==> src/rtl/alu_pkg.sv <==
package alu_pkg;

    localparam int opcode_width = 6;  // alucode field width
    localparam int xlen_default = 32; // operand width unless overridden at the top
    localparam int mul_lanes    = 8;  // partial-product accumulators
    localparam int mul_steps    = xlen_default / mul_lanes; // accumulate cycles

    // alucode, same ordering as the core decoder
    typedef enum logic [opcode_width-1:0] {
        alu_add    = 6'd0,
        alu_sub    = 6'd1,
        alu_slt    = 6'd2,
        alu_sltu   = 6'd3,
        alu_xor    = 6'd4,
        alu_or     = 6'd5,
        alu_and    = 6'd6,
        alu_sll    = 6'd7,
        alu_srl    = 6'd8,
        alu_sra    = 6'd9,
        alu_mul    = 6'd10,
        alu_mulh   = 6'd11,
        alu_mulhsu = 6'd12,
        alu_mulhu  = 6'd13,
        alu_div    = 6'd14,
        alu_divu   = 6'd15,
        alu_rem    = 6'd16,
        alu_remu   = 6'd17,
        alu_lui    = 6'd18
    } alu_op_e;

    // multiplier sequence
    typedef enum logic [1:0] {
        mul_idle,       // load operands, clear lanes
        mul_accumulate, // add one partial product per lane
        mul_reduce,     // pairwise lane fold
        mul_done        // product in lane 0, busy low
    } mul_phase_e;

    // divider sequence
    typedef enum logic [1:0] {
        div_idle,
        div_iterate, // one quotient bit per cycle, msb first
        div_done
    } div_phase_e;

    function automatic logic is_mul_op(alu_op_e op);
        return op inside {alu_mul, alu_mulh, alu_mulhsu, alu_mulhu};
    endfunction

    function automatic logic is_div_op(alu_op_e op);
        return op inside {alu_div, alu_divu, alu_rem, alu_remu};
    endfunction

endpackage

==> src/rtl/int_alu.sv <==
`timescale 1ns/1ps

module int_alu #(
    parameter int xlen = alu_pkg::xlen_default
) (
    input  alu_pkg::alu_op_e  alucode,
    input  logic [xlen-1:0]   a,
    input  logic [xlen-1:0]   b,
    output logic [xlen-1:0]   result
);

    localparam int shamt_w = $clog2(xlen); // 5 for rv32

    logic [shamt_w-1:0] shamt;
    logic [xlen-1:0]    sum;
    logic [xlen-1:0]    addend;

    assign shamt = b[shamt_w-1:0]; // upper bits of b ignored

    // sub shares the adder, two's complement of b
    assign addend = (alucode == alu_pkg::alu_sub) ? (~b + 1'b1) : b;
    assign sum    = a + addend;

    always_comb begin
        case (alucode)
            alu_pkg::alu_add,
            alu_pkg::alu_sub:  result = sum;
            alu_pkg::alu_slt: begin
                // signed compare
                result = ($signed(a) < $signed(b)) ? xlen'(1) : '0;
            end
            alu_pkg::alu_sltu: begin
                result = (a < b) ? xlen'(1) : '0;
            end
            alu_pkg::alu_xor:  result = a ^ b;
            alu_pkg::alu_or:   result = a | b;
            alu_pkg::alu_and:  result = a & b;
            alu_pkg::alu_sll:  result = a << shamt;
            alu_pkg::alu_srl:  result = a >> shamt;
            alu_pkg::alu_sra:  result = $signed(a) >>> shamt; // sign fill
            alu_pkg::alu_lui:  result = b; // immediate already shifted by decode
            default:           result = '0; // mul/div handled elsewhere
        endcase
    end

endmodule

==> src/rtl/multiplier.sv <==
`timescale 1ns/1ps

module multiplier #(
    parameter int xlen = alu_pkg::xlen_default
) (
    input  logic              clk,
    input  logic              reset,
    input  logic              valid,
    input  alu_pkg::alu_op_e  alucode,
    input  logic [xlen-1:0]   a,
    input  logic [xlen-1:0]   b,
    output logic [xlen-1:0]   result,
    output logic              busy
);

    localparam int step_w        = $clog2(alu_pkg::mul_steps);
    localparam int reduce_rounds = $clog2(alu_pkg::mul_lanes); // 8 -> 4 -> 2 -> 1
    localparam int busy_len      = 1 + alu_pkg::mul_steps + reduce_rounds; // load, acc, reduce

    alu_pkg::mul_phase_e phase;
    logic [step_w-1:0]   step; // accumulate or reduce round

    logic [xlen-1:0]     op_a;   // magnitude of a where signed
    logic [xlen-1:0]     op_b;
    logic                negate; // product sign
    logic [2*xlen-1:0]   lane [alu_pkg::mul_lanes];
    logic [2*xlen-1:0]   pp   [alu_pkg::mul_lanes];
    logic [2*xlen-1:0]   product;
    logic                req;

    assign req  = valid & alu_pkg::is_mul_op(alucode);
    assign busy = req & (phase != alu_pkg::mul_done);

    // lane k takes bit step*lanes + k of op_b this cycle
    for (genvar k = 0; k < alu_pkg::mul_lanes; k++) begin : g_pp
        assign pp[k] = op_b[step * alu_pkg::mul_lanes + k]
                     ? ({{xlen{1'b0}}, op_a} << (step * alu_pkg::mul_lanes + k))
                     : '0;
    end

    always_ff @(posedge clk or negedge reset) begin
        if (!reset) begin
            phase <= alu_pkg::mul_idle;
            step  <= '0;
        end else if (req) begin // frozen while valid drops
            case (phase)
                alu_pkg::mul_idle: begin
                    phase <= alu_pkg::mul_accumulate;
                    step  <= '0;
                end
                alu_pkg::mul_accumulate: begin
                    if (step == step_w'(alu_pkg::mul_steps - 1)) begin
                        phase <= alu_pkg::mul_reduce;
                        step  <= '0;
                    end else begin
                        step <= step + 1'b1;
                    end
                end
                alu_pkg::mul_reduce: begin
                    if (step == step_w'(reduce_rounds - 1))
                        phase <= alu_pkg::mul_done;
                    else
                        step <= step + 1'b1;
                end
                default: phase <= alu_pkg::mul_idle; // retire edge
            endcase
        end
    end

    // datapath
    always_ff @(posedge clk) begin
        if (req) begin
            case (phase)
                alu_pkg::mul_idle: begin
                    for (int i = 0; i < alu_pkg::mul_lanes; i++)
                        lane[i] <= '0;
                    case (alucode)
                        alu_pkg::alu_mulh: begin
                            op_a   <= a[xlen-1] ? -a : a;
                            op_b   <= b[xlen-1] ? -b : b;
                            negate <= a[xlen-1] ^ b[xlen-1];
                        end
                        alu_pkg::alu_mulhsu: begin // only a is signed
                            op_a   <= a[xlen-1] ? -a : a;
                            op_b   <= b;
                            negate <= a[xlen-1];
                        end
                        default: begin // mul low half is sign agnostic
                            op_a   <= a;
                            op_b   <= b;
                            negate <= 1'b0;
                        end
                    endcase
                end
                alu_pkg::mul_accumulate: begin
                    for (int i = 0; i < alu_pkg::mul_lanes; i++)
                        lane[i] <= lane[i] + pp[i];
                end
                alu_pkg::mul_reduce: begin
                    // upper lanes go stale, lane 0 is exact after the last round
                    for (int i = 0; i < alu_pkg::mul_lanes / 2; i++)
                        lane[i] <= lane[2*i] + lane[2*i+1];
                end
                default: ;
            endcase
        end
    end

    assign product = negate ? -lane[0] : lane[0];
    assign result  = (alucode == alu_pkg::alu_mul) ? product[xlen-1:0]
                                                   : product[2*xlen-1:xlen];

    // step stays below the round count while reducing
    a_reduce_step_legal: assert property (@(posedge clk) disable iff (!reset)
        (phase == alu_pkg::mul_reduce) |-> (step < step_w'(reduce_rounds)));

    // request held from idle, busy drops once the full sequence has run
    a_busy_length: assert property (@(posedge clk) disable iff (!reset)
        (req && phase == alu_pkg::mul_idle) ##1 req [*(busy_len-1)] |=> !busy);

endmodule

==> src/rtl/divider.sv <==
`timescale 1ns/1ps

module divider #(
    parameter int xlen = alu_pkg::xlen_default
) (
    input  logic              clk,
    input  logic              reset,
    input  logic              valid,
    input  alu_pkg::alu_op_e  alucode,
    input  logic [xlen-1:0]   a,
    input  logic [xlen-1:0]   b,
    output logic [xlen-1:0]   result,
    output logic              busy
);

    localparam int cnt_w = $clog2(xlen);

    alu_pkg::div_phase_e phase;
    logic [cnt_w-1:0]    count; // current quotient bit

    logic [xlen-1:0]     rem;  // partial remainder, ends as |remainder|
    logic [xlen-1:0]     dvsr; // divisor magnitude
    logic [xlen-1:0]     quo;
    logic                neg_q;
    logic                neg_r; // remainder follows dividend sign
    logic [2*xlen-1:0]   diff;
    logic                q_bit;

    logic                req;
    logic                signed_op;
    logic                is_quot; // div/divu vs rem/remu
    logic                div_zero;
    logic                overflow;
    logic                exc;

    assign req       = valid & alu_pkg::is_div_op(alucode);
    assign signed_op = alucode inside {alu_pkg::alu_div, alu_pkg::alu_rem};
    assign is_quot   = alucode inside {alu_pkg::alu_div, alu_pkg::alu_divu};

    // fixed-result cases, answered without iterating
    assign div_zero = (b == '0);
    assign overflow = signed_op & (a == {1'b1, {(xlen-1){1'b0}}}) & (b == '1);
    assign exc      = div_zero | overflow;

    assign busy = req & ~exc & (phase != alu_pkg::div_done);

    // trial subtract of the shifted divisor, wide enough to keep the sign
    assign diff  = {{xlen{1'b0}}, rem} - ({{xlen{1'b0}}, dvsr} << count);
    assign q_bit = ~diff[2*xlen-1];

    always_ff @(posedge clk or negedge reset) begin
        if (!reset) begin
            phase <= alu_pkg::div_idle;
            count <= '0;
        end else if (req) begin
            case (phase)
                alu_pkg::div_idle: begin
                    if (!exc) begin // exceptions never leave idle
                        phase <= alu_pkg::div_iterate;
                        count <= cnt_w'(xlen - 1);
                    end
                end
                alu_pkg::div_iterate: begin
                    if (count == '0)
                        phase <= alu_pkg::div_done;
                    else
                        count <= count - 1'b1;
                end
                default: phase <= alu_pkg::div_idle; // retire edge
            endcase
        end
    end

    // datapath
    always_ff @(posedge clk) begin
        if (req) begin
            case (phase)
                alu_pkg::div_idle: begin
                    rem   <= (signed_op & a[xlen-1]) ? -a : a;
                    dvsr  <= (signed_op & b[xlen-1]) ? -b : b;
                    neg_q <= signed_op & (a[xlen-1] ^ b[xlen-1]);
                    neg_r <= signed_op & a[xlen-1];
                    quo   <= '0;
                end
                alu_pkg::div_iterate: begin
                    if (q_bit)
                        rem <= diff[xlen-1:0];
                    quo[count] <= q_bit;
                end
                default: ;
            endcase
        end
    end

    always_comb begin
        if (div_zero)
            result = is_quot ? '1 : a; // riscv: all ones, rem keeps dividend
        else if (overflow)
            result = is_quot ? {1'b1, {(xlen-1){1'b0}}} : '0;
        else if (is_quot)
            result = neg_q ? -quo : quo;
        else
            result = neg_r ? -rem : rem;
    end

    // an exception request held in idle must not start the sequence
    a_exc_stays_idle: assert property (@(posedge clk) disable iff (!reset)
        (req && exc && phase == alu_pkg::div_idle) |=> (phase == alu_pkg::div_idle));

endmodule

==> src/rtl/alu_top.sv <==
`timescale 1ns/1ps

module alu_top #(
    parameter int xlen = alu_pkg::xlen_default
) (
    input  logic              clk,
    input  logic              reset,
    input  logic              valid,
    input  alu_pkg::alu_op_e  alucode,
    input  logic [xlen-1:0]   a,
    input  logic [xlen-1:0]   b,
    output logic [xlen-1:0]   result,
    output logic              busy
);

    logic [xlen-1:0] alu_result; // single-cycle path
    logic [xlen-1:0] mul_result;
    logic [xlen-1:0] div_result;
    logic            mul_busy;
    logic            div_busy;

    int_alu #(
        .xlen    (xlen)
    ) u_int_alu (
        .alucode (alucode),
        .a       (a),
        .b       (b),
        .result  (alu_result)
    );

    multiplier #(
        .xlen    (xlen)
    ) u_multiplier (
        .clk     (clk),
        .reset   (reset),
        .valid   (valid),
        .alucode (alucode),
        .a       (a),
        .b       (b),
        .result  (mul_result),
        .busy    (mul_busy)
    );

    divider #(
        .xlen    (xlen)
    ) u_divider (
        .clk     (clk),
        .reset   (reset),
        .valid   (valid),
        .alucode (alucode),
        .a       (a),
        .b       (b),
        .result  (div_result),
        .busy    (div_busy)
    );

    // each block already gates its own busy by opcode class
    assign busy = mul_busy | div_busy;

    // result mux by class
    assign result = alu_pkg::is_mul_op(alucode) ? mul_result
                  : alu_pkg::is_div_op(alucode) ? div_result
                  : alu_result;

endmodule

==> config.mk <==
export PLATFORM = sky130hd
export DESIGN_NAME = alu_top
export DESIGN_NICKNAME = d
export VERILOG_FILES = /design/src/rtl/alu_pkg.sv /design/src/rtl/int_alu.sv /design/src/rtl/multiplier.sv /design/src/rtl/divider.sv /design/src/rtl/alu_top.sv
export SDC_FILE = /design/constraint.sdc
export NUM_CORES = 2
export LEC_CHECK = 0
export BUFFER_PORTS_ARGS = -buffer_cell sky130_fd_sc_hd__buf_4
export CAP_MARGIN = 20
export CORE_MARGIN = 4
export CORE_UTILIZATION = 55
export CTS_CLUSTER_SIZE = 30
export DETAILED_ROUTE_END_ITERATION = 8
export GPL_TIMING_DRIVEN = 0
export PLACE_DENSITY_LB_ADDON = 0.05
export REMOVE_ABC_BUFFERS = 1
export SLEW_MARGIN = 25
export SYNTH_ARGS = -nofsm -noshare
export SYNTH_HDL_FRONTEND = slang
export SYNTH_SLANG_ARGS = --single-unit
==> constraint.sdc <==
create_clock -name clk -period 24.1 [get_ports clk]
set_clock_uncertainty 0.15 [all_clocks]
set_input_delay 1.205 -clock clk [delete_from_list [all_inputs] [get_ports clk]]
set_output_delay 1.205 -clock clk [all_outputs]
set_load 0.1 [all_outputs]
# Word-level counts from Yosys, hierarchy flattened
# Memories as Yosys holds them, arrays and structs flattened.
# Cells that the tools add are included.
# op_classes
add_sub_neg	29
multipliers	0
div	0
n_lt_le_gt_ge	12
eq_ne	34
shifts	12
muxes	85
bitwise	31
n_reduce_logical	22
# ops
op	n
$mux W64	21
$add A64 B64 Y64	12
$mux W32	18
$shl A32 B32 Y64	7
$pmux W32 S10	1
$lt A32 B6 Y1 const B	7
$neg A32 Y32	4
$pmux W32 S2	2
$shl A32 B5 Y64	2
$eq A32 B32 Y1 const B	2
$lt A32 B32 Y1	2
$neg A64 Y64	1
$sub A32 B64 Y64	1
$eq A6 B4 Y1 const B	8
$bmux W1 S5	7
$add A32 B1 Y32 const B	1
$add A32 B32 Y32	1
$and A32 B32 Y32	1
$bwmux W32	1
$logic_not A32 Y1	1
$not A32 Y32	1
$or A32 B32 Y32	1
$shl A32 B5 Y32	1
$shr A32 B5 Y32	1
other kinds (41)	121
# totals
ff_bits	174
latchBits	0
ram_bits	512
mem_bits_ro	0
in_bits	73
output_inout_bits	33
elab_cells	238
memories	1
# mem_list
name	depth	width	read_ports	rd_ports_with_merged_regs	wr	line	source
u_multiplier.lane	8	64	8	0	8	multiplier.sv:26	logic [2*xlen-1:0] lane [alu_pkg::mul_lanes];

# Logic depth before layout (Yosys ltp)
# depth
depth_word	9
mapped_depth	24
depth_no_buf	21

# By module
# Synthesis repeated with hierarchy kept, for this count alone.
# unflattened
hier_cells	10996
area_unflattened_um2	85465.7
# by_module_without_submodules
mod	n_inst	cells_per_inst	area_per_inst_um2
multiplier	1	8278	64275.4
divider	1	1381	11379.7
int_alu	1	1145	8677.1
alu_top	1	192	1133.6

# Worst setup path after synthesis
# OpenSTA, ideal clock, no wires.
# synth_path
path_type	input port to output port
startpoint	in b[1]
endpoint	out result[26]
arrival_time_ns	8.792
required_ns	22.745
setup_slack_ns	13.953
stages	23
cell_sequence	clkbuf_1 -> inv_2 -> buf_1 -> clkbuf_1 -> ha_1 -> or3b_2 -> or3_1 -> nor3_4 -> nand3_1 -> nor3_1 -> nor2_1 -> xnor2_1 -> ha_1 -> and2_1 -> a221o_1 -> nand2_1 -> nand2_1 -> a41o_1 -> a221oi_1 -> o21ai_0 -> o41ai_1 -> a21oi_1 -> a221oi_1
# synth_via
elab_chain_cells	7
word_cells_on_any_way	15
cone_classes	add/sub (2); eq/ne (1); shift (3); mux (6); bitwise (2); reduce/logical (1)
# synth_lines
element	line	source
from (decl)	alu_top.sv:11	input logic [xlen-1:0] b,
$not A32 Y32	int_alu.sv:21	assign addend = (alucode == alu_pkg::alu_sub) ? (~b + 1'b1) : b;
$add A32 B1 Y32	int_alu.sv:21	
$mux W32	int_alu.sv:21	
$add A32 B32 Y32	int_alu.sv:22	assign sum = a + addend;
$pmux W32 S10	int_alu.sv:25	case (alucode)
$mux W32 (*)	alu_top.sv:62	: alu_pkg::is_div_op(alucode) ? div_result
$mux W32 (*)	alu_top.sv:61	assign result = alu_pkg::is_mul_op(alucode) ? mul_result
to (decl)	alu_top.sv:12	output logic [xlen-1:0] result,
# Mark *: on every way between the ends. The rest lies on a longest branch, timed or not.

# Final worst setup path
# layout_path
startpoint	in b[3]
endpoint	out result[26]
# Same word-level chain as after synthesis.

==> impl_metrics.ini <==
[flow_run]
max-cap-violations = 0

[synth]
synthXorXnorAreaFrac = 0.1025
post_synth_most_frequent_cells = nor2_1 (1294), nand2_1 (1071), a21oi_1 (1066), ha_1 (876), o21ai_0 (749)
synth_largest_type_area_fraction = 0.1943
yosys_warnings = 0
synth_area_leader_cell = edfxtp_1
synthMuxAreaShare = 0.02971
synth_ff_type = edfxtp_1
synthArstFlopShare = 0.01657
synth_compound_area_frac = 0.2682
syn_inst = 10810
avgSynthCellArea_sq_um = 7.692
synthTopCellsByArea = edfxtp_1 (19%), ha_1 (13%), a21oi_1 (6.4%), xnor2_1 (6.3%), nor2_1 (5.8%)
ys_seq_area_frac = 0.2253
synth.distinct_cells = 96
synthAdderAreaFrac = 0.1347
synth_top_family_by_area = compound AO/OA/AOI/OAI gates
synth_area_sq_um = 83130
yosys.area_share.simple = 0.1985
yosys_register_bits = 664
synth-edff-count = 538
synth_most_common_cell = nor2_1

[global_routing]
overflow = 0
antenna_found_initial = 32
grt_usage = 0.4117
first_global_vias = 76890
grt_pass1_wl_um = 497200
grt_max_degree = 107

[setup_path]
crit_arrival_ns = 10.20
cp-start-kind = primary input
rr_endpoint = u_multiplier.lane[0][243]$_SDFFCE_PN0P_
critical_path_class = primary input to output pin
reg2reg_from = u_multiplier.step[0]$_DFFE_PN0P_
crit_chain = buf_4 -> inv_2 -> nand2_1 -> nor2_1 -> nand4_1 -> or3_1 -> nor3_1 -> nor2_1 -> xnor2_1 -> ha_1 -> a21oi_1 -> o21ai_0 -> a21oi_1 -> o21a_1 -> o21ai_1 -> a41o_1 -> a221oi_1 -> o21ai_0 -> o41ai_1 -> a21oi_1 -> a221oi_1 -> buf_4
cpMostUsedCell = a21oi_1
reg2reg_depth = 22
crit_slowest_cell = inv_2
cp_max_fo = 71
timing.reg2reg.setup_slack_ns = 15.98
required_ns = 22.74
endpoint_kind = output pin
max_stage_delay_ns = 0.80

[cts]
numCtsBuffers = 90
ctsHoldBuffers = 0
cts_resized = 0
insertion_delay_ns = 0.73
clk_pin_slew_worst_paths_ns = 0.06
cts_num_sinks = 664
htreeDepth = 3
tritoncts = yes
postCtsSetupBuffers = 0
clockRootBuffer = clkbuf_16
cts_buffer_depth = 3

[sta]
post-route-min-period_ns = 11.55
drv_slew = 0
rsz0062_at_grt = false
max_freq_mhz = 86.56
timing.final.crit_share = 0.4794
slew_headroom = 0.1201
final-hold-violation-count = 0
setup_violations = 0
tightest_slew_ns = 1.287
tns_ns = 0

[layout]
instances_no_fill = 12590
fillers = 13910
drive_gt1_frac = 0.05305
final_area_sq_um = 89020
nNetsFinal = 11440
area_growth_pct = 7.084

[hold_path]
hold_path_class = primary input to async pin

[placed_design]
gp_congestion = 1.089
place_area_sq_um = 86080
dpl.cell_count = 12400
dp_hpwl_um = 268900
io_buffers = 105

[die]
die_h_um = 396.8
coreArea_sq_um = 150000
die_w_um = 396.8
rows = 142
start_util = 0.5544
ios = 106
die-area_sq_um = 157400

[status]
status = finished clean

[detailed_routing]
vias = 86120
drc_errors = 0
wirelength_um = 341000
drt_iter0_drc = 11530
postRouteAntennaNets = 0
routedWlPerCell_um = 27.09
vias_per_cell = 6.841
firstDrtPassIters = 8

[power]
p_leak_nw = 38.56
irDropWorstVdd_mv = 0.05667
finalPower_w = 0.006724
power-per-cell-area_nw_per_um2 = 75.53
==> worst max-delay path: cells and delay by family <==
family / cells / cell delay, ns
simple gates: 6 / 2.85
fa+ha+maj: 1 / 0.39
compound gates: 11 / 3.54
buf+inv: 3 / 1.53
xor+xnor: 1 / 0.55
==> where the power goes <==
group / switching [W] / leakage [nW] / internal, W
clock: 0.000591 / 1.38 / 0.000772
combinational: 0.00251 / 30.8 / 0.00141
sequential: 0.000122 / 6.34 / 0.00131
==> per-layer routing <==
| layer | wire length (um) | share of wire | global-route usage | vias up |
|---|---|---|---|---|
| met5 | 248 | 0.00073 | 0 | - |
| met4 | 14590 | 0.043 | 0.1546 | 18 |
| met3 | 46230 | 0.14 | 0.1403 | 769 |
| met2 | 135300 | 0.40 | 0.5717 | 5051 |
| met1 | 144700 | 0.42 | 0.5846 | 41190 |
| li1 | - | - | - | 39090 |
==> metrics by stage <==
step / utilization / setup WS [ns] / hold slack, ns
after floorplan: - / 14.22 / 0.3029
after global placement: 0.5609 / 4.628 / 0.3137
after detailed placement: 0.5741 / 13.42 / 0.3228
after CTS: 0.5932 / 13.40 / 0.1188
after global routing: 0.5934 / 12.68 / 0.1440
final: 0.5937 / 12.55 / 0.1545
==> how the worst max path moves through the flow <==
stage,start,to,slack (ns),depth (start not counted)
after floorplan,alucode[4],u_multiplier.lane[1][100]$_SDFFCE_PN0P_,14.22,7
after global placement,alucode[4],u_multiplier.lane[1][4]$_SDFFCE_PN0P_,4.63,8
after detailed placement,b[3],result[26],13.42,22
after CTS,b[3],result[26],13.40,22
after global routing,b[3],result[26],12.68,22
final,b[3],result[26],12.55,22
==> area by class of cell <==
| type | instances | area (sq um) | area share |
|---|---|---|---|
| clock buffer | 134 | 2542 | 0.02856 |
| sequential | 664 | 18750 | 0.2106 |
| antenna | 15 | 37.54 | 0.0004217 |
| tap | 2016 | 2522 | 0.02833 |
| timing repair buffer | 189 | 2302 | 0.02586 |
| inverter | 280 | 1071 | 0.01203 |
| multi-input combinational | 9254 | 61480 | 0.6906 |
| clock inverter | 36 | 319.1 | 0.003584 |
==> state kept, by name, indices dropped and copies added (netlist names) <==
name and count:
u_divider.phase 2, u_multiplier.phase 2, u_divider.neg_r 1, u_divider.dvsr 32
u_multiplier.step 2, u_multiplier.op_b 32, u_divider.neg_q 1, u_divider.rem 32
u_multiplier.lane 490, u_divider.quo 32, u_multiplier.op_a 32, u_multiplier.negate 1
u_divider.count 5
==> cells by family after synthesis <==
group	Yosys count
buffers and inverters	893
multiplexers	213
adder cells (fa/ha/maj)	888
XOR/XNOR	973
flip-flops	664
AO/OA/AOI/OAI	3546
AND/OR/NAND/NOR	3630
other	1
==> placed cells by master, fill, tap and decap left out, types with 116 or more instances in the layout <==
master / count
o21ai_0: 742
a21oi_1: 1051
ha_1: 876
nand2_1: 1067
xnor2_1: 595
edfxtp_1: 538
nand4_1: 186
o21bai_1: 120
inv_1: 266
a31oi_1: 116
a21o_1: 525
o22ai_1: 165
nor3_1: 156
mux2i_1: 150
nor2_1: 1288
nand3_1: 242
xor2_1: 378
Note: power is estimated with default switching activity, not from simulation.
